File: src/ctrl_pkg.sv
////////////////////
// controller package: shared types and widths of the main controller
////////////////////
package ctrl_pkg;

  // register address width of the regfile
  localparam int REG_ADDR_W = 5;

  ////////////////////
  // controller states
  ////////////////////
  typedef enum logic [2:0] {
    RESET       = 3'd0,
    BOOT_SET    = 3'd1,
    SLEEP       = 3'd2,
    FIRST_FETCH = 3'd3,
    DECODE      = 3'd4,
    FLUSH_EX    = 3'd5,
    FLUSH_WB    = 3'd6
  } ctrl_state_e;

  // pc source select towards the fetch stage
  typedef enum logic [2:0] {
    PC_BOOT      = 3'b000,
    PC_JUMP      = 3'b010,
    PC_BRANCH    = 3'b011,
    PC_EXCEPTION = 3'b100,
    PC_ERET      = 3'b101
  } pc_mux_e;

  // kind of control transfer seen by the decoder
  typedef enum logic [1:0] {
    BRANCH_NONE = 2'b00,
    BRANCH_JAL  = 2'b01,
    BRANCH_JALR = 2'b10,
    BRANCH_COND = 2'b11
  } jump_kind_e;

  // operand source select in ID
  typedef enum logic [1:0] {
    SEL_REGFILE = 2'b00,
    SEL_FW_EX   = 2'b01,
    SEL_FW_WB   = 2'b10
  } fw_sel_e;

endpackage

File: src/regfile_wr_if.sv
////////////////////
// regfile write status from EX, ALU and WB for hazard and forwarding
////////////////////
`timescale 1ns/1ps

interface regfile_wr_if;

  // write enables of the later stages
  logic we_ex;
  logic we_wb;
  logic alu_we;

  // destination matches against the ID source registers
  logic wb_is_a;
  logic wb_is_b;
  logic alu_is_a;
  logic alu_is_b;

  // stall detection looks at everything
  modport hazard (
    input we_ex, we_wb, alu_we, wb_is_a, wb_is_b, alu_is_a, alu_is_b
  );

  // forwarding only needs the forwardable writers
  modport fwd (
    input we_wb, alu_we, wb_is_a, wb_is_b, alu_is_a, alu_is_b
  );

endinterface

File: src/ctrl_fsm.sv
////////////////////
// controller fsm: boot, decode, flush, sleep, jumps and exceptions
////////////////////
`timescale 1ns/1ps

module ctrl_fsm (
  input  logic                 clk,
  input  logic                 rst_n,
  input  logic                 fetch_enable_i,
  input  logic                 instr_valid_i,
  input  logic                 branch_taken_ex_i,
  input  ctrl_pkg::jump_kind_e jump_in_dec_i,
  input  logic                 eret_insn_i,
  input  logic                 pipe_flush_i,
  input  logic                 exc_req_i,
  input  logic                 ext_req_i,
  input  logic                 id_ready_i,
  input  logic                 ex_valid_i,
  input  logic                 jr_stall_i,
  output logic                 ctrl_busy_o,
  output logic                 is_decoding_o,
  output logic                 instr_req_o,
  output logic                 pc_set_o,
  output ctrl_pkg::pc_mux_e    pc_mux_o,
  output logic                 exc_ack_o,
  output logic                 exc_save_if_o,
  output logic                 exc_save_id_o,
  output logic                 exc_save_takenbranch_o,
  output logic                 exc_restore_id_o,
  output logic                 halt_if_o,
  output logic                 halt_id_o
);

  import ctrl_pkg::*;

  ctrl_state_e state_q, state_d;
  // jump already issued for the instruction still sitting in ID
  logic        jump_done_q, jump_done;

  ////////////////////
  // next state and outputs
  ////////////////////
  always_comb
  begin
    // defaults: busy and fetching, no pc change
    state_d                = state_q;
    jump_done              = jump_done_q;
    ctrl_busy_o            = 1'b1;
    instr_req_o            = 1'b1;
    is_decoding_o          = 1'b0;
    pc_set_o               = 1'b0;
    pc_mux_o               = PC_BOOT;
    exc_ack_o              = 1'b0;
    exc_save_if_o          = 1'b0;
    exc_save_id_o          = 1'b0;
    exc_save_takenbranch_o = 1'b0;
    exc_restore_id_o       = 1'b0;
    halt_if_o              = 1'b0;
    halt_id_o              = 1'b0;

    unique case (state_q)
      RESET:
      begin
        ctrl_busy_o = 1'b0;
        instr_req_o = 1'b0;
        if (fetch_enable_i)
          state_d = BOOT_SET;
      end

      // load boot address into the fetch stage
      BOOT_SET:
      begin
        pc_set_o = 1'b1;
        pc_mux_o = PC_BOOT;
        state_d  = FIRST_FETCH;
      end

      SLEEP:
      begin
        ctrl_busy_o = 1'b0;
        instr_req_o = 1'b0;
        halt_if_o   = 1'b1;
        halt_id_o   = 1'b1;
        // wake on enable or on a pending interrupt
        if (fetch_enable_i || exc_req_i)
          state_d = FIRST_FETCH;
      end

      FIRST_FETCH:
      begin
        // wait for the first instruction to reach ID
        if (id_ready_i)
          state_d = DECODE;
        if (exc_req_i)
        begin
          pc_set_o      = 1'b1;
          pc_mux_o      = PC_EXCEPTION;
          exc_ack_o     = 1'b1;
          exc_save_if_o = 1'b1;
        end
      end

      DECODE:
      begin
        if (instr_valid_i && !branch_taken_ex_i)
        begin
          is_decoding_o = 1'b1;

          // unconditional jumps resolve straight from ID
          if (jump_in_dec_i == BRANCH_JAL || jump_in_dec_i == BRANCH_JALR)
          begin
            pc_mux_o = PC_JUMP;
            // jalr waits for its base register, and a jump fires only once
            if (!jr_stall_i && !jump_done_q)
            begin
              pc_set_o  = 1'b1;
              jump_done = 1'b1;
            end
          end
          else if (exc_req_i)
          begin
            pc_set_o      = 1'b1;
            pc_mux_o      = PC_EXCEPTION;
            exc_ack_o     = 1'b1;
            // keep the faulting instruction out of EX
            halt_id_o     = 1'b1;
            exc_save_id_o = 1'b1;
          end

          // exception return wins over the cases above
          if (eret_insn_i)
          begin
            pc_mux_o         = PC_ERET;
            exc_restore_id_o = 1'b1;
            if (!jump_done_q)
            begin
              pc_set_o  = 1'b1;
              jump_done = 1'b1;
            end
          end

          // wfi, or eret back to sleep, drains the pipeline
          if (pipe_flush_i || (eret_insn_i && !fetch_enable_i))
          begin
            halt_if_o = 1'b1;
            halt_id_o = 1'b1;
            state_d   = FLUSH_EX;
          end
        end

        // ID empty: external interrupt can be taken right away
        if (!instr_valid_i && !branch_taken_ex_i && ext_req_i)
        begin
          pc_set_o      = 1'b1;
          pc_mux_o      = PC_EXCEPTION;
          exc_ack_o     = 1'b1;
          halt_id_o     = 1'b1;
          exc_save_if_o = 1'b1;
        end

        // taken branch in EX kills the instruction in ID
        if (branch_taken_ex_i)
        begin
          pc_set_o      = 1'b1;
          pc_mux_o      = PC_BRANCH;
          is_decoding_o = 1'b0;
          if (ext_req_i)
          begin
            pc_mux_o               = PC_EXCEPTION;
            exc_ack_o              = 1'b1;
            halt_id_o              = 1'b1;
            exc_save_takenbranch_o = 1'b1;
          end
        end
      end

      // let EX finish with nothing new entering
      FLUSH_EX:
      begin
        halt_if_o = 1'b1;
        halt_id_o = 1'b1;
        if (ex_valid_i)
          state_d = FLUSH_WB;
      end

      FLUSH_WB:
      begin
        halt_id_o = 1'b1;
        if (fetch_enable_i)
        begin
          state_d = DECODE;
        end
        else
        begin
          halt_if_o = 1'b1;
          state_d   = SLEEP;
        end
      end

      default:
      begin
        instr_req_o = 1'b0;
        state_d     = RESET;
      end
    endcase
  end

  ////////////////////
  // state registers
  ////////////////////
  always_ff @(posedge clk or negedge rst_n)
  begin
    if (!rst_n)
    begin
      state_q     <= RESET;
      jump_done_q <= 1'b0;
    end
    else
    begin
      state_q     <= state_d;
      // flag only survives while ID holds the same instruction
      jump_done_q <= jump_done & ~id_ready_i;
    end
  end

  // no branch prediction, so taken branches never come back to back
  assert property (@(posedge clk) disable iff (!rst_n)
    branch_taken_ex_i |=> !branch_taken_ex_i)
    else $error("taken branches back to back");

  // a jump held in ID by a stall redirects fetch only once
  assert property (@(posedge clk) disable iff (!rst_n)
    (pc_set_o && pc_mux_o == PC_JUMP && !id_ready_i)
      |=> !(pc_set_o && pc_mux_o == PC_JUMP))
    else $error("jump redirected fetch twice");

endmodule

File: src/hazard_unit.sv
////////////////////
// hazard unit: load-use and jalr stalls, write enable kill
////////////////////
`timescale 1ns/1ps

module hazard_unit (
  input  logic                 is_decoding_i,
  input  logic                 illegal_insn_i,
  input  logic                 data_req_ex_i,
  input  ctrl_pkg::jump_kind_e jump_in_dec_i,
  regfile_wr_if.hazard         wr,
  output logic                 load_stall_o,
  output logic                 jr_stall_o,
  output logic                 deassert_we_o
);

  import ctrl_pkg::*;

  // jalr base register still in flight
  logic rs_a_pending;

  // load in EX writes a register that ID wants to read
  assign load_stall_o = data_req_ex_i & wr.we_ex & (wr.alu_is_a | wr.alu_is_b);

  // any stage about to write operand A, no forwarding into the pc
  assign rs_a_pending = (wr.we_wb  & wr.wb_is_a)  |
                        (wr.we_ex  & wr.alu_is_a) |
                        (wr.alu_we & wr.alu_is_a);

  assign jr_stall_o = (jump_in_dec_i == BRANCH_JALR) & rs_a_pending;

  // instruction must not commit: not decoding, illegal, or stalled
  assign deassert_we_o = ~is_decoding_i | illegal_insn_i | load_stall_o | jr_stall_o;

endmodule

File: src/operand_fwd.sv
////////////////////
// operand forwarding select for A and B
////////////////////
`timescale 1ns/1ps

module operand_fwd (
  regfile_wr_if.fwd          wr,
  output ctrl_pkg::fw_sel_e  operand_a_fw_mux_sel_o,
  output ctrl_pkg::fw_sel_e  operand_b_fw_mux_sel_o
);

  import ctrl_pkg::*;

  always_comb
  begin
    // default straight from the regfile
    operand_a_fw_mux_sel_o = SEL_REGFILE;
    operand_b_fw_mux_sel_o = SEL_REGFILE;

    // older result from WB
    if (wr.we_wb)
    begin
      if (wr.wb_is_a)
        operand_a_fw_mux_sel_o = SEL_FW_WB;
      if (wr.wb_is_b)
        operand_b_fw_mux_sel_o = SEL_FW_WB;
    end

    // younger ALU result from EX overrides WB
    if (wr.alu_we)
    begin
      if (wr.alu_is_a)
        operand_a_fw_mux_sel_o = SEL_FW_EX;
      if (wr.alu_is_b)
        operand_b_fw_mux_sel_o = SEL_FW_EX;
    end
  end

endmodule

File: src/riscv_ctrl_top.sv
////////////////////
// main controller top: fsm, hazard unit and forwarding unit
////////////////////
`timescale 1ns/1ps

module riscv_ctrl_top (
  input  logic                 clk,
  input  logic                 rst_n,
  input  logic                 fetch_enable_i,
  input  logic                 illegal_insn_i,
  input  logic                 eret_insn_i,
  input  logic                 pipe_flush_i,
  input  logic                 instr_valid_i,
  input  logic                 branch_taken_ex_i,
  input  ctrl_pkg::jump_kind_e jump_in_id_i,
  input  ctrl_pkg::jump_kind_e jump_in_dec_i,
  input  logic                 exc_req_i,
  input  logic                 ext_req_i,
  input  logic                 id_ready_i,
  input  logic                 ex_valid_i,
  input  logic                 data_req_ex_i,
  input  logic                 regfile_we_ex_i,
  input  logic                 regfile_we_wb_i,
  input  logic                 regfile_alu_we_fw_i,
  input  logic                 reg_d_wb_is_reg_a_i,
  input  logic                 reg_d_wb_is_reg_b_i,
  input  logic                 reg_d_alu_is_reg_a_i,
  input  logic                 reg_d_alu_is_reg_b_i,
  output logic                 ctrl_busy_o,
  output logic                 is_decoding_o,
  output logic                 instr_req_o,
  output logic                 pc_set_o,
  output ctrl_pkg::pc_mux_e    pc_mux_o,
  output logic                 exc_ack_o,
  output logic                 exc_save_if_o,
  output logic                 exc_save_id_o,
  output logic                 exc_save_takenbranch_o,
  output logic                 exc_restore_id_o,
  output logic                 halt_if_o,
  output logic                 halt_id_o,
  output logic                 deassert_we_o,
  output logic                 load_stall_o,
  output logic                 jr_stall_o,
  output ctrl_pkg::fw_sel_e    operand_a_fw_mux_sel_o,
  output ctrl_pkg::fw_sel_e    operand_b_fw_mux_sel_o
);

  // jump_in_id_i is the ID-stage copy of the jump kind, decisions use the decoder's
  regfile_wr_if wr_if ();

  // write status bundle for hazard and forwarding
  assign wr_if.we_ex    = regfile_we_ex_i;
  assign wr_if.we_wb    = regfile_we_wb_i;
  assign wr_if.alu_we   = regfile_alu_we_fw_i;
  assign wr_if.wb_is_a  = reg_d_wb_is_reg_a_i;
  assign wr_if.wb_is_b  = reg_d_wb_is_reg_b_i;
  assign wr_if.alu_is_a = reg_d_alu_is_reg_a_i;
  assign wr_if.alu_is_b = reg_d_alu_is_reg_b_i;

  ////////////////////
  // sequencing
  ////////////////////
  ctrl_fsm u_fsm (
    .clk                    (clk),
    .rst_n                  (rst_n),
    .fetch_enable_i         (fetch_enable_i),
    .instr_valid_i          (instr_valid_i),
    .branch_taken_ex_i      (branch_taken_ex_i),
    .jump_in_dec_i          (jump_in_dec_i),
    .eret_insn_i            (eret_insn_i),
    .pipe_flush_i           (pipe_flush_i),
    .exc_req_i              (exc_req_i),
    .ext_req_i              (ext_req_i),
    .id_ready_i             (id_ready_i),
    .ex_valid_i             (ex_valid_i),
    .jr_stall_i             (jr_stall_o),
    .ctrl_busy_o            (ctrl_busy_o),
    .is_decoding_o          (is_decoding_o),
    .instr_req_o            (instr_req_o),
    .pc_set_o               (pc_set_o),
    .pc_mux_o               (pc_mux_o),
    .exc_ack_o              (exc_ack_o),
    .exc_save_if_o          (exc_save_if_o),
    .exc_save_id_o          (exc_save_id_o),
    .exc_save_takenbranch_o (exc_save_takenbranch_o),
    .exc_restore_id_o       (exc_restore_id_o),
    .halt_if_o              (halt_if_o),
    .halt_id_o              (halt_id_o)
  );

  // stalls, fed by the decode flag of the fsm
  hazard_unit u_hazard (
    .is_decoding_i  (is_decoding_o),
    .illegal_insn_i (illegal_insn_i),
    .data_req_ex_i  (data_req_ex_i),
    .jump_in_dec_i  (jump_in_dec_i),
    .wr             (wr_if.hazard),
    .load_stall_o   (load_stall_o),
    .jr_stall_o     (jr_stall_o),
    .deassert_we_o  (deassert_we_o)
  );

  // operand muxes in ID
  operand_fwd u_fwd (
    .wr                     (wr_if.fwd),
    .operand_a_fw_mux_sel_o (operand_a_fw_mux_sel_o),
    .operand_b_fw_mux_sel_o (operand_b_fw_mux_sel_o)
  );

endmodule

File: config.mk
export PLATFORM = sky130hd
export DESIGN_NAME = riscv_ctrl_top
export DESIGN_NICKNAME = d
export VERILOG_FILES = /design/src/ctrl_pkg.sv /design/src/regfile_wr_if.sv /design/src/ctrl_fsm.sv /design/src/hazard_unit.sv /design/src/operand_fwd.sv /design/src/riscv_ctrl_top.sv
export SDC_FILE = /design/constraint.sdc
export NUM_CORES = 1
export LEC_CHECK = 0
export ABC_CLOCK_PERIOD_IN_PS = 2100
export BUFFER_PORTS_ARGS = -buffer_cell sky130_fd_sc_hd__buf_2
export CAP_MARGIN = 30
export CORE_UTILIZATION = 37
export DETAILED_ROUTE_END_ITERATION = 7
export PLACE_DENSITY = 0.82
export SYNTH_ARGS = -nofsm -noshare
export SYNTH_HDL_FRONTEND = slang
export SYNTH_SLANG_ARGS = --single-unit
File: constraint.sdc
create_clock -name clk -period 2.1 [get_ports clk]
set_clock_uncertainty 0.1 [all_clocks]
set_input_delay 0.105 -clock clk [delete_from_list [all_inputs] [get_ports clk]]
set_output_delay 0.105 -clock clk [all_outputs]
set_load 0.01 [all_outputs]
==> flow_metrics.tcl <==
set metrics [dict create \
    cts_resized 0 \
    dieWidth_um 42.25 \
    synth_top_area_cell "dfrtp_1" \
    core_mm2 0.001506 \
    timing.rr.end "u_fsm.state_q[2]" \
    nets 155 \
    r2r_setup_slack_ps 310 \
    crit_slowest_cell "or4_1" \
    power_density_mw_per_mm2 1002 \
    grt_pass1_wl_um 2559 \
    clk_root_buffer_cell "clkbuf_4" \
    irDropWorstVdd_uv 798.7 \
    via_per_inst 5.417 \
    post_cts_buffers 0 \
    vias 780 \
    ff2ff_path_depth 5 \
    cts_tree "yes" \
    yosysSeqAreaShare_pct 16.70 \
    first_iter_violations 13 \
    rr_startpoint "u_fsm.state_q[0]" \
    ys_ff_latch 4 \
    synth_edf_count 0 \
    hold_buffers 2 \
    rows 14 \
    grt_max_degree 15 \
    ys_async_sr_fraction_pct 100.0 \
    grt_pass1_vias 651 \
    fill_cells 144 \
    end_kind "output port" \
    drive_gt1_share_pct 42.97 \
    worstHoldPathType "in -> async" \
    cts_buffers 3 \
    multiInputGateArea_um2 465.4 \
    finalHoldViolCount 0 \
    clockBufferDepth 2 \
    yosys_warnings 0 \
    max_stage_delay_ps 500 \
    max_freq_ghz 0.4900 \
    yosys-top-cells-count "nand2_1 (11), nor2_1 (8), o21ai_0 (7)" \
    dieArea_mm2 0.001785 \
    slew_headroom_pct 63.40 \
    syn-num-nets 108 \
    slew_violations 0 \
    cap_violations 0 \
    pin_count 45 \
    wl_per_cell_um 11.81 \
    start_kind "flip-flop" \
    synth_area_um2 599.3 \
    fin_total_pwr_mw 0.8592 \
    crit_chain "nand2b_4 > nor2_8 > nand2_4 > or4_1 > buf_2" \
    clk-insertion-delay-late_ps 240 \
    worst_ep_arrival_time_ps 1840 \
    yosysMostFrequentCell "nand2_1" \
    worst-setup-path-type "reg -> out" \
    antenna_cells 0 \
    fin_setup_tns_ps 0 \
    clk_pin_slew_ps 40 \
    synth-main-ff-cell "dfrtp_1" \
    ant_nets 0 \
    worstMarginPinSlew_ps 549.1 \
    crit_family "simple AND/OR/NAND/NOR gates" \
    grt_use_total_pct 18.45 \
    cts_htree_levels 1 \
    dp_hpwl_um 1330 \
    dieHeight_um 42.25 \
    gp_congestion 0.8532 \
    port_buffers 42 \
    required_ps 1890 \
    dr.pass1.iters 4 \
    yosysUniqueCellTypes 39 \
    area_growth_pct 43.01 \
    cp.buffers_inverters 1 \
    synth.area.top_cells "dfrtp_1 (17%), nand2_1 (6.9%), o21ai_0 (5.8%)" \
    grt_overflow_total 0 \
    rsz0062_at_grt "false" \
    leakage_nw 0.4854 \
    initial_core_util_pct 39.78 \
    drc 0 \
    status "completed" \
    path_max_fanout 10 \
    worst_hold_slack_ps 109.4 \
    clock-sinks 4 \
    synth_cells 83 \
    fin_crit_sh_pct 97.19 \
    regArea_um2 100.1 \
    syn_avg_cell_area_um2 7.221 \
    setup_viol 0 \
    period_minus_slack_ps 2041 \
    wirelength_um 1700 \
    antenna_found_initial 0 \
    yosys.area.top_type_share_pct 16.70 \
]
==> registers in the layout, indices dropped and copies added, names as in the netlist <==
name,cells
u_fsm.jump_done_q,1
u_fsm.state_q,3
==> worst max path at each step <==
stage,from,to,slack [ps],cells after the start
after floorplan,u_fsm.state_q[1],deassert_we_o,510,5
after global placement,u_fsm.state_q[1],deassert_we_o,350,5
after detailed placement,u_fsm.state_q[1],deassert_we_o,320,5
after CTS,u_fsm.state_q[1],deassert_we_o,60,5
after global routing,u_fsm.state_q[1],deassert_we_o,5,5
final,u_fsm.state_q[1],deassert_we_o,60,5
==> through the flow <==
stage | worst slack [ps] | util [%] | area, um^2 | std cells
after floorplan | 508.2 | - | 599.3 | 83
after global placement | 351.7 | 54.07 | 814.5 | 139
after detailed placement | 320.0 | 54.07 | 814.5 | 139
after CTS | 63.29 | 56.89 | 857.1 | 144
after global routing | 4.550 | 56.89 | 857.1 | 144
final | 59.03 | 56.89 | 857.1 | 144
==> report_power, final <==
group / total (mW) / internal [mW] / switching, mW
Combinational: 0.571 / 0.273 / 0.298
Sequential: 0.191 / 0.109 / 0.0822
Clock: 0.0968 / 0.0640 / 0.0328
Total: 0.859 / 0.446 / 0.413
==> placed cells by master (no fill, tap or decap), types with 2 or more instances in the layout <==
cell type / Yosys / routed
o21ai_1: 3 / 3
o21ai_0: 7 / 7
nand2b_1: 4 / 4
and2_1: 3 / 3
o31ai_1: 2 / 2
and3_1: 2 / 2
a21oi_1: 6 / 6
dfrtp_1: 4 / 4
clkbuf_4: 0 / 3
dlygate4sd3_1: 0 / 2
nand2_1: 11 / 11
or2_2: 2 / 2
inv_1: 3 / 3
nor2_1: 8 / 8
buf_2: 0 / 42
o21bai_1: 2 / 2
==> layout make-up <==
class                           count  share of cell area [%]
Clock buffer                        3                   2.628
Inverter                            3                   1.314
Multi-Input combinational cell     73                   54.31
Sequential cell                     4                   11.68
Tap cell                           16                   2.336
Timing Repair Buffer               45                   27.74
==> cell families after synthesis <==
kind of cell    count (synthesis)  share of synthesized area (%)
mux                             1                          1.879
simple gates                   41                          40.71
flops                           4                          16.70
compound gates                 29                          31.32
fa+ha+maj                       2                          3.758
buf+inv                         6                          5.636
==> routing by layer <==
| metal | part of all wire (%) | vias up | global-route usage (%) | routed length (um) |
|---|---|---|---|---|
| li1 | - | 388 | - | - |
| met1 | 41 | 344 | 21.33 | 693 |
| met2 | 50 | 44 | 32.92 | 843 |
| met3 | 8.1 | 4 | 2.155 | 137 |
| met4 | 1.6 | 0 | 9.375 | 27 |
| met5 | 0 | - | 0 | 0 |
Note: power is estimated with default switching activity, not from simulation.
